==> src/verilog/bp_consts.svh <==
`ifndef BP_CONSTS_SVH
`define BP_CONSTS_SVH

// Table geometry, 256 entries per table
`define BP_INDEX_BITS 8

// Local history length per branch
`define BP_HIST_BITS 8

// Number of predict slots per fetch cycle
`define BP_FETCH_WIDTH 2

// Lowest PC bit used for indexing, so the index is PC bits 9:2
`define BP_PC_LSB 2

// Values written by the post-reset sweep
`define BP_HIST_CLEAR 1
`define BP_CTR_CLEAR 2'b01

`endif

==> src/verilog/bp_pkg.sv <==
`include "bp_consts.svh"

package bp_pkg;

    // Instruction address
    typedef logic [31:0] pc_t;

    // Index into the BHT and the PHT
    typedef logic [`BP_INDEX_BITS-1:0] tbl_index_t;

    // Newest outcome sits in bit 0
    typedef logic [`BP_HIST_BITS-1:0] hist_t;

    // Two-bit saturating counter; the top bit means taken
    typedef logic [1:0] ctr_t;

endpackage

==> src/verilog/branch_predictor.sv <==
`include "bp_consts.svh"

module branch_predictor (
    input  logic                       clk,
    input  logic                       rst,
    input  bp_pkg::pc_t                pc [`BP_FETCH_WIDTH],
    input  logic                       update_en,
    input  bp_pkg::pc_t                pc_dispatch,
    input  logic                       taken_actual,
    output logic [`BP_FETCH_WIDTH-1:0] taken_or_not,
    output logic                       ready
);

    localparam int NUM_READ = `BP_FETCH_WIDTH + 1;
    localparam int UPD_PORT = `BP_FETCH_WIDTH; // Last read port belongs to the update path

    bp_pkg::tbl_index_t bht_raddr [NUM_READ];
    bp_pkg::hist_t      bht_rdata [NUM_READ];
    bp_pkg::tbl_index_t pht_raddr [NUM_READ];
    bp_pkg::ctr_t       pht_rdata [NUM_READ];

    bp_pkg::tbl_index_t fetch_hist_raddr [`BP_FETCH_WIDTH];
    bp_pkg::hist_t      fetch_hist_rdata [`BP_FETCH_WIDTH];
    bp_pkg::tbl_index_t fetch_ctr_raddr [`BP_FETCH_WIDTH];
    bp_pkg::ctr_t       fetch_ctr_rdata [`BP_FETCH_WIDTH];

    bp_pkg::tbl_index_t upd_hist_raddr;
    bp_pkg::tbl_index_t upd_ctr_raddr;

    logic               clearing;
    bp_pkg::tbl_index_t clear_index;
    logic               hist_we;
    bp_pkg::tbl_index_t hist_windex;
    bp_pkg::hist_t      hist_wdata;
    logic               ctr_we;
    bp_pkg::tbl_index_t ctr_windex;
    bp_pkg::ctr_t       ctr_wdata;

    for (genvar i = 0; i < `BP_FETCH_WIDTH; i++) begin : g_slot
        assign bht_raddr[i]        = fetch_hist_raddr[i];
        assign pht_raddr[i]        = fetch_ctr_raddr[i];
        assign fetch_hist_rdata[i] = bht_rdata[i];
        assign fetch_ctr_rdata[i]  = pht_rdata[i];
    end

    assign bht_raddr[UPD_PORT] = upd_hist_raddr;
    assign pht_raddr[UPD_PORT] = upd_ctr_raddr;

    pred_table #(
        .entry_t (bp_pkg::hist_t),
        .NUM_READ(NUM_READ)
    ) u_bht (
        .clk  (clk),
        .raddr(bht_raddr),
        .rdata(bht_rdata),
        .we   (hist_we),
        .waddr(hist_windex),
        .wdata(hist_wdata)
    );

    pred_table #(
        .entry_t (bp_pkg::ctr_t),
        .NUM_READ(NUM_READ)
    ) u_pht (
        .clk  (clk),
        .raddr(pht_raddr),
        .rdata(pht_rdata),
        .we   (ctr_we),
        .waddr(ctr_windex),
        .wdata(ctr_wdata)
    );

    table_clear_fsm u_table_clear_fsm (
        .clk        (clk),
        .rst        (rst),
        .clearing   (clearing),
        .clear_index(clear_index),
        .ready      (ready)
    );

    update_unit u_update_unit (
        .clk         (clk),
        .update_en   (update_en),
        .pc_dispatch (pc_dispatch),
        .taken_actual(taken_actual),
        .clearing    (clearing),
        .clear_index (clear_index),
        .hist_rdata  (bht_rdata[UPD_PORT]),
        .ctr_rdata   (pht_rdata[UPD_PORT]),
        .hist_raddr  (upd_hist_raddr),
        .ctr_raddr   (upd_ctr_raddr),
        .hist_we     (hist_we),
        .hist_windex (hist_windex),
        .hist_wdata  (hist_wdata),
        .ctr_we      (ctr_we),
        .ctr_windex  (ctr_windex),
        .ctr_wdata   (ctr_wdata)
    );

    fetch_predict_pipe u_fetch_predict_pipe (
        .clk         (clk),
        .rst         (rst),
        .ready       (ready),
        .pc          (pc),
        .hist_raddr  (fetch_hist_raddr),
        .hist_rdata  (fetch_hist_rdata),
        .ctr_raddr   (fetch_ctr_raddr),
        .ctr_rdata   (fetch_ctr_rdata),
        .taken_or_not(taken_or_not)
    );

endmodule

==> src/verilog/fetch_predict_pipe.sv <==
`include "bp_consts.svh"

module fetch_predict_pipe (
    input  logic                       clk,
    input  logic                       rst,
    input  logic                       ready,
    input  bp_pkg::pc_t                pc [`BP_FETCH_WIDTH],
    output bp_pkg::tbl_index_t         hist_raddr [`BP_FETCH_WIDTH],
    input  bp_pkg::hist_t              hist_rdata [`BP_FETCH_WIDTH],
    output bp_pkg::tbl_index_t         ctr_raddr [`BP_FETCH_WIDTH],
    input  bp_pkg::ctr_t               ctr_rdata [`BP_FETCH_WIDTH],
    output logic [`BP_FETCH_WIDTH-1:0] taken_or_not
);

    localparam int CTR_MSB = $bits(bp_pkg::ctr_t) - 1;

    bp_pkg::hist_t               s1_hist [`BP_FETCH_WIDTH];
    bp_pkg::tbl_index_t          s1_index [`BP_FETCH_WIDTH];
    bp_pkg::ctr_t                s2_ctr [`BP_FETCH_WIDTH];
    logic [`BP_FETCH_WIDTH-1:0]  s3_taken;

    always_comb begin
        for (int i = 0; i < `BP_FETCH_WIDTH; i++) begin
            hist_raddr[i] = pc[i][`BP_PC_LSB +: `BP_INDEX_BITS];
            // PC index rides along with its own history, so both come from the same fetch
            ctr_raddr[i]  = bp_pkg::tbl_index_t'(s1_hist[i]) ^ s1_index[i];
        end
    end

    always_ff @(posedge clk) begin
        if (rst) begin
            for (int i = 0; i < `BP_FETCH_WIDTH; i++) begin
                s1_hist[i]  <= '0;
                s1_index[i] <= '0;
                s2_ctr[i]   <= '0;
            end
            s3_taken <= '0;
        end else begin
            for (int i = 0; i < `BP_FETCH_WIDTH; i++) begin
                s1_hist[i]  <= hist_rdata[i];
                s1_index[i] <= hist_raddr[i];
                s2_ctr[i]   <= ctr_rdata[i];
                s3_taken[i] <= ready && s2_ctr[i][CTR_MSB]; // Tables hold junk until swept
            end
        end
    end

    assign taken_or_not = s3_taken;

endmodule

==> src/verilog/pred_table.sv <==
`include "bp_consts.svh"

module pred_table #(
    parameter type entry_t = logic,
    parameter int NUM_READ = 3
) (
    input  logic               clk,
    input  bp_pkg::tbl_index_t raddr [NUM_READ],
    output entry_t             rdata [NUM_READ],
    input  logic               we,
    input  bp_pkg::tbl_index_t waddr,
    input  entry_t             wdata
);

    localparam int DEPTH = 2 ** `BP_INDEX_BITS;

    entry_t mem [DEPTH];

    // Reads see the array as it stands, so a write lands for the next cycle's readers
    always_comb begin
        for (int r = 0; r < NUM_READ; r++) begin
            rdata[r] = mem[raddr[r]];
        end
    end

    always_ff @(posedge clk) begin
        if (we) begin
            mem[waddr] <= wdata;
        end
    end

endmodule

==> src/verilog/table_clear_fsm.sv <==
module table_clear_fsm (
    input  logic               clk,
    input  logic               rst,
    output logic               clearing,
    output bp_pkg::tbl_index_t clear_index,
    output logic               ready
);

    typedef enum logic {
        CLEAR,
        DONE
    } state_t;

    state_t             state;
    bp_pkg::tbl_index_t index;

    always_ff @(posedge clk) begin
        if (rst) begin
            state <= CLEAR;
            index <= '0;
        end else if (state == CLEAR) begin
            index <= index + 1'b1; // Wraps back to 0 as the sweep ends
            if (index == '1) begin
                state <= DONE; // Last entry is written at this same edge
            end
        end
    end

    assign clearing    = (state == CLEAR);
    assign ready       = (state == DONE);
    assign clear_index = index;

    // Once ready, the tables stay valid and no further sweep writes happen
    a_ready_sticky: assert property (
        @(posedge clk) disable iff (rst)
        ready |=> ready && !clearing
    );

endmodule

==> src/verilog/update_unit.sv <==
`include "bp_consts.svh"

module update_unit (
    input  logic               clk,
    input  logic               update_en,
    input  bp_pkg::pc_t        pc_dispatch,
    input  logic               taken_actual,
    input  logic               clearing,
    input  bp_pkg::tbl_index_t clear_index,
    input  bp_pkg::hist_t      hist_rdata,
    input  bp_pkg::ctr_t       ctr_rdata,
    output bp_pkg::tbl_index_t hist_raddr,
    output bp_pkg::tbl_index_t ctr_raddr,
    output logic               hist_we,
    output bp_pkg::tbl_index_t hist_windex,
    output bp_pkg::hist_t      hist_wdata,
    output logic               ctr_we,
    output bp_pkg::tbl_index_t ctr_windex,
    output bp_pkg::ctr_t       ctr_wdata
);

    bp_pkg::tbl_index_t pc_index;
    bp_pkg::hist_t      hist_next;
    bp_pkg::ctr_t       ctr_next;

    assign pc_index   = pc_dispatch[`BP_PC_LSB +: `BP_INDEX_BITS];
    assign hist_raddr = pc_index;
    // Counter is picked by the history before this outcome is shifted in
    assign ctr_raddr  = bp_pkg::tbl_index_t'(hist_rdata) ^ pc_index;

    assign hist_next = {hist_rdata[`BP_HIST_BITS-2:0], taken_actual};

    always_comb begin
        ctr_next = ctr_rdata;
        if (taken_actual) begin
            if (ctr_rdata != '1) begin
                ctr_next = ctr_rdata + 1'b1;
            end
        end else if (ctr_rdata != '0) begin
            ctr_next = ctr_rdata - 1'b1;
        end
    end

    // The sweep owns both write ports until it finishes
    always_comb begin
        if (clearing) begin
            hist_we     = 1'b1;
            hist_windex = clear_index;
            hist_wdata  = bp_pkg::hist_t'(`BP_HIST_CLEAR);
            ctr_we      = 1'b1;
            ctr_windex  = clear_index;
            ctr_wdata   = bp_pkg::ctr_t'(`BP_CTR_CLEAR);
        end else begin
            hist_we     = update_en;
            hist_windex = pc_index;
            hist_wdata  = hist_next;
            ctr_we      = update_en;
            ctr_windex  = ctr_raddr;
            ctr_wdata   = ctr_next;
        end
    end

    // Dispatch must hold off until the sweep has released the tables
    a_no_update_while_clearing: assert property (
        @(posedge clk) !(update_en && clearing)
    );

endmodule

==> config.mk <==
export PLATFORM = sky130hd
export DESIGN_NAME = branch_predictor
export DESIGN_NICKNAME = d
export VERILOG_FILES = /design/src/verilog/bp_pkg.sv /design/src/verilog/branch_predictor.sv /design/src/verilog/fetch_predict_pipe.sv /design/src/verilog/pred_table.sv /design/src/verilog/table_clear_fsm.sv /design/src/verilog/update_unit.sv
export VERILOG_INCLUDE_DIRS = /design/src /design/src/verilog
export SDC_FILE = /design/constraint.sdc
export NUM_CORES = 2
export LEC_CHECK = 0
export CAP_MARGIN = 20
export CORE_MARGIN = 5
export CORE_UTILIZATION = 50
export DETAILED_ROUTE_END_ITERATION = 6
export DONT_BUFFER_PORTS = 1
export MAX_ROUTING_LAYER = met4
export PLACE_DENSITY = 0.66
export SLEW_MARGIN = 30
export SYNTH_ARGS = -nofsm -noshare
export SYNTH_HDL_FRONTEND = slang
export SYNTH_SLANG_ARGS = --single-unit
==> constraint.sdc <==
create_clock -name clk -period 31.4 [get_ports clk]
set_clock_uncertainty 0.1 [all_clocks]
set_input_delay 6.28 -clock clk [delete_from_list [all_inputs] [get_ports clk]]
set_output_delay 6.28 -clock clk [all_outputs]
set_load 0.1 [all_outputs]
==> flow_summary_export.csv <==
group,metric,value,unit
critical_path,cp.required,31.94,ns
timing,setup_viol,0,
synth,synth_enable_flop_cells,2560,
critical_path,r2r_slack,21.28,ns
route,wirelength,470000,microns
floorplanning,die_w,536,microns
cells_and_area,drive_above_1_share,0.417,
route,via_count,83800,
clock_tree,htree_num_levels,5,
pwr,p_leak,48.8,nW
synth,synth_ff_type,"edfxtp_1",
critical_path,worstSetupStartpoint,"pc_dispatch[2]",
pwr,p_per_area,54.1,mW/mm^2
synth,synthTopCellsByArea,"edfxtp_1 55%, mux4_2 34%, mux2i_1 1.6%, nor2_1 1.5%, clkbuf_1 1.0%",
clock_tree,path_clk_slew,0.06,ns
synth,ys_types,86,
critical_path,worstSetupPathType,"input port to flip-flop",
timing,timing.fmax,55.6,MHz
placed_design,place_hpwl,285000,microns
run,cap_violations,0,
timing,relSlewSlack,0.168,
clock_tree,cts.sinks,2605,
synth,synth-seq-cells,2605,
critical_path,cp_slowest_cell,"buf_4",
clock_tree,cts_resized,0,
timing,period_share,0.573,
critical_path,cp-end-kind,"flip-flop",
placed_design,gp_congestion,0.923,
synth,syn_area_per_cell,19.5,sq um
synth,async_reset_ff_frac,0,
clock_tree,cts_tree,"done",
route,remaining_drc_errors,0,
cells_and_area,nNetsFinal,7141,
clock_tree,post_cts_buffers,0,
critical_path,reg2reg_depth,23,
timing,hold_viol_final,0,
synth,netlist.area_leader.share,0.555,
synth,yosysSeqAreaShare,0.561,
run_status,status,"finished clean",
synth,yosysTopAreaCell,"edfxtp_1",
synth,yosys-top-cells-count,"2560 x edfxtp_1, 2101 x mux4_2, 569 x nor2_1, 376 x clkbuf_1, 228 x nand2_1",
worst_hold_path,hp-class,"flip-flop to flip-flop",
clock_tree,clock-root-buffer,"clkbuf_16",
timing,drv_slew,0,
floorplanning,floorplan.rows,193,
synth,syn_area,0.139,sq mm
route,wl_per_cell,42.7,microns
placed_design,port_buffers,0,
synth,syn_inst,7120,
floorplanning,fp.dieH,536,microns
route,drtPass1Iterations,7,
critical_path,cp-start-kind,"input port",
grt,grtUsageTotal,0.334,
worst_hold_path,min_from,"u_table_clear_fsm.clear_index[7]",
floorplanning,io_pins,103,
critical_path,crit_fanout,91,
worst_hold_path,hold-path-cell-count,2,
synth,syn_nets,7221,
critical_path,reg2reg_to,"u_pht.mem[92][0]",
critical_path,max_stage_delay,0.75,ns
synth,yosys_warnings,0,
grt,grt_antenna_before_repair,19,
route,drt.antenna.violating_nets,0,
timing,setup_ws,13.41,ns
worst_hold_path,min_to,"u_table_clear_fsm.ready",
timing,worstMarginPinSlew,1.25,ns
floorplanning,initial_core_util,0.502,
critical_path,cpMostUsedCell,"buf_4",
critical_path,worstReg2RegStart,"u_bht.mem[140][1]",
timing,rsz0062_at_grt,"no",
floorplanning,core_area,0.276,sq mm
clock_tree,ctsHoldBuffers,0,
grt,grt_pass1_vias,82000,
route,viasPerCell,7.63,
critical_path,arrival,18.53,ns
timing,finalWorstPathRequiredPeriod,17.99,ns
clock_tree,cts_max_path_buffers,4,
grt,grt_max_degree,514,
timing,fin_tns_setup,0,ns
placed_design,place_ws,12.34,ns
grt,grt_overflow,0,
cells_and_area,areaGrowthSynthToFinish,10.6,%
pwr,ir_drop,0.0000456,V
route,drtIter0Drc,14000,
clock_tree,cts_buffers,290,
floorplanning,die_area,0.288,sq mm
grt,grt_first_pass_wirelength,651000,microns
clock_tree,insertion_delay,0.96,ns
synth,yosysMostFrequentCell,"edfxtp_1",
[per-stage QoR]
stage | instance area, sq um | power, mW | utilization | hold slack (ns) | std cells
global route | 153000 | 8.47 | 0.555 | 0.450 | 11000
global placement | 142000 | 4.73 | 0.515 | 0.412 | 10400
detailed placement | 143000 | 4.80 | 0.519 | 0.410 | 10400
finish | 153000 | 8.29 | 0.555 | 0.429 | 11000
CTS | 153000 | 8.25 | 0.553 | 0.423 | 11000
floorplan | 139000 | 4.51 | - | 0.342 | 7120
[logic make-up after synthesis]
group           after synthesis  synth area share
simple gates               1062            0.0331
flops                      2605             0.561
mux                        2324             0.358
fa+ha+maj                     3          0.000253
xor+xnor                     28           0.00193
buf+inv                     677            0.0235
compound gates              421            0.0225
[layer usage]
layer	up-vias	GRT usage	routed length, microns
li1	31200	-	-
met1	44800	0.432	161000
met2	6683	0.488	215000
met3	1187	0.102	64200
met4	0	0.162	29200
met5	-	-	0
[critical path, delay by kind of cell]
| family | cells | cell delay (ns) |
|---|---|---|
| AOI/OAI and AO/OA | 7 | 1.91 |
| muxes | 2 | 0.84 |
| and+or+nand+nor | 6 | 2.17 |
| buffers and inverters | 12 | 6.49 |
| adders and majority gates | 1 | 0.33 |
[cell type report]
| type | instances | area, sq um |
|---|---|---|
| Fill cell | 20800 | 123000 |
| Multi-Input combinational cell | 3838 | 58300 |
| Clock buffer | 365 | 7730 |
| Antenna cell | 21 | 52.6 |
| Inverter | 13 | 48.8 |
| Tap cell | 3705 | 4640 |
| Sequential cell | 2605 | 77800 |
| Clock inverter | 154 | 1830 |
| Timing Repair Buffer | 292 | 2910 |
[state kept, by name, summed over array words and instances, names as in the netlist]
signal                             count
u_fetch_predict_pipe.s1_hist          16
u_table_clear_fsm.ready                1
u_bht.mem                           2048
u_fetch_predict_pipe.taken_or_not      2
u_fetch_predict_pipe.s1_index         16
u_fetch_predict_pipe.s2_ctr            2
u_pht.mem                            512
u_table_clear_fsm.clear_index          8
[layout by cell type, fill, tap and decap left out, drive strengths merged, types with 31 or more instances in the layout]
master  instances
dfxtp          45
clkbuf        365
nand3          78
nand2         230
mux4         2101
edfxtp       2560
mux2i         216
bufinv         36
nor2b          51
clkinv         87
a21oi          35
inv            33
buf           292
nor2          571
a22oi         125
a211oi         31
o21ai          34
[how the worst max path moves through the flow]
| stage | end | slack, ns | depth (start not counted) |
|---|---|---|---|
| after floorplan | u_bht.mem[0][2] | 11.32 | 15 |
| after global placement | u_pht.mem[156][1] | 12.29 | 26 |
| after detailed placement | u_pht.mem[157][0] | 12.34 | 26 |
| after CTS | u_pht.mem[73][0] | 13.27 | 26 |
| after global routing | u_pht.mem[90][0] | 12.84 | 28 |
| final | u_pht.mem[92][0] | 13.41 | 28 |
[where the power goes]
group	internal [mW]	switching, mW	total [mW]
Combinational	0.443	0.570	1.01
Clock	2.05	1.45	3.50
Sequential	3.77	0.00703	3.78
Total	6.26	2.03	8.29
(Power assumes the default switching activity.)
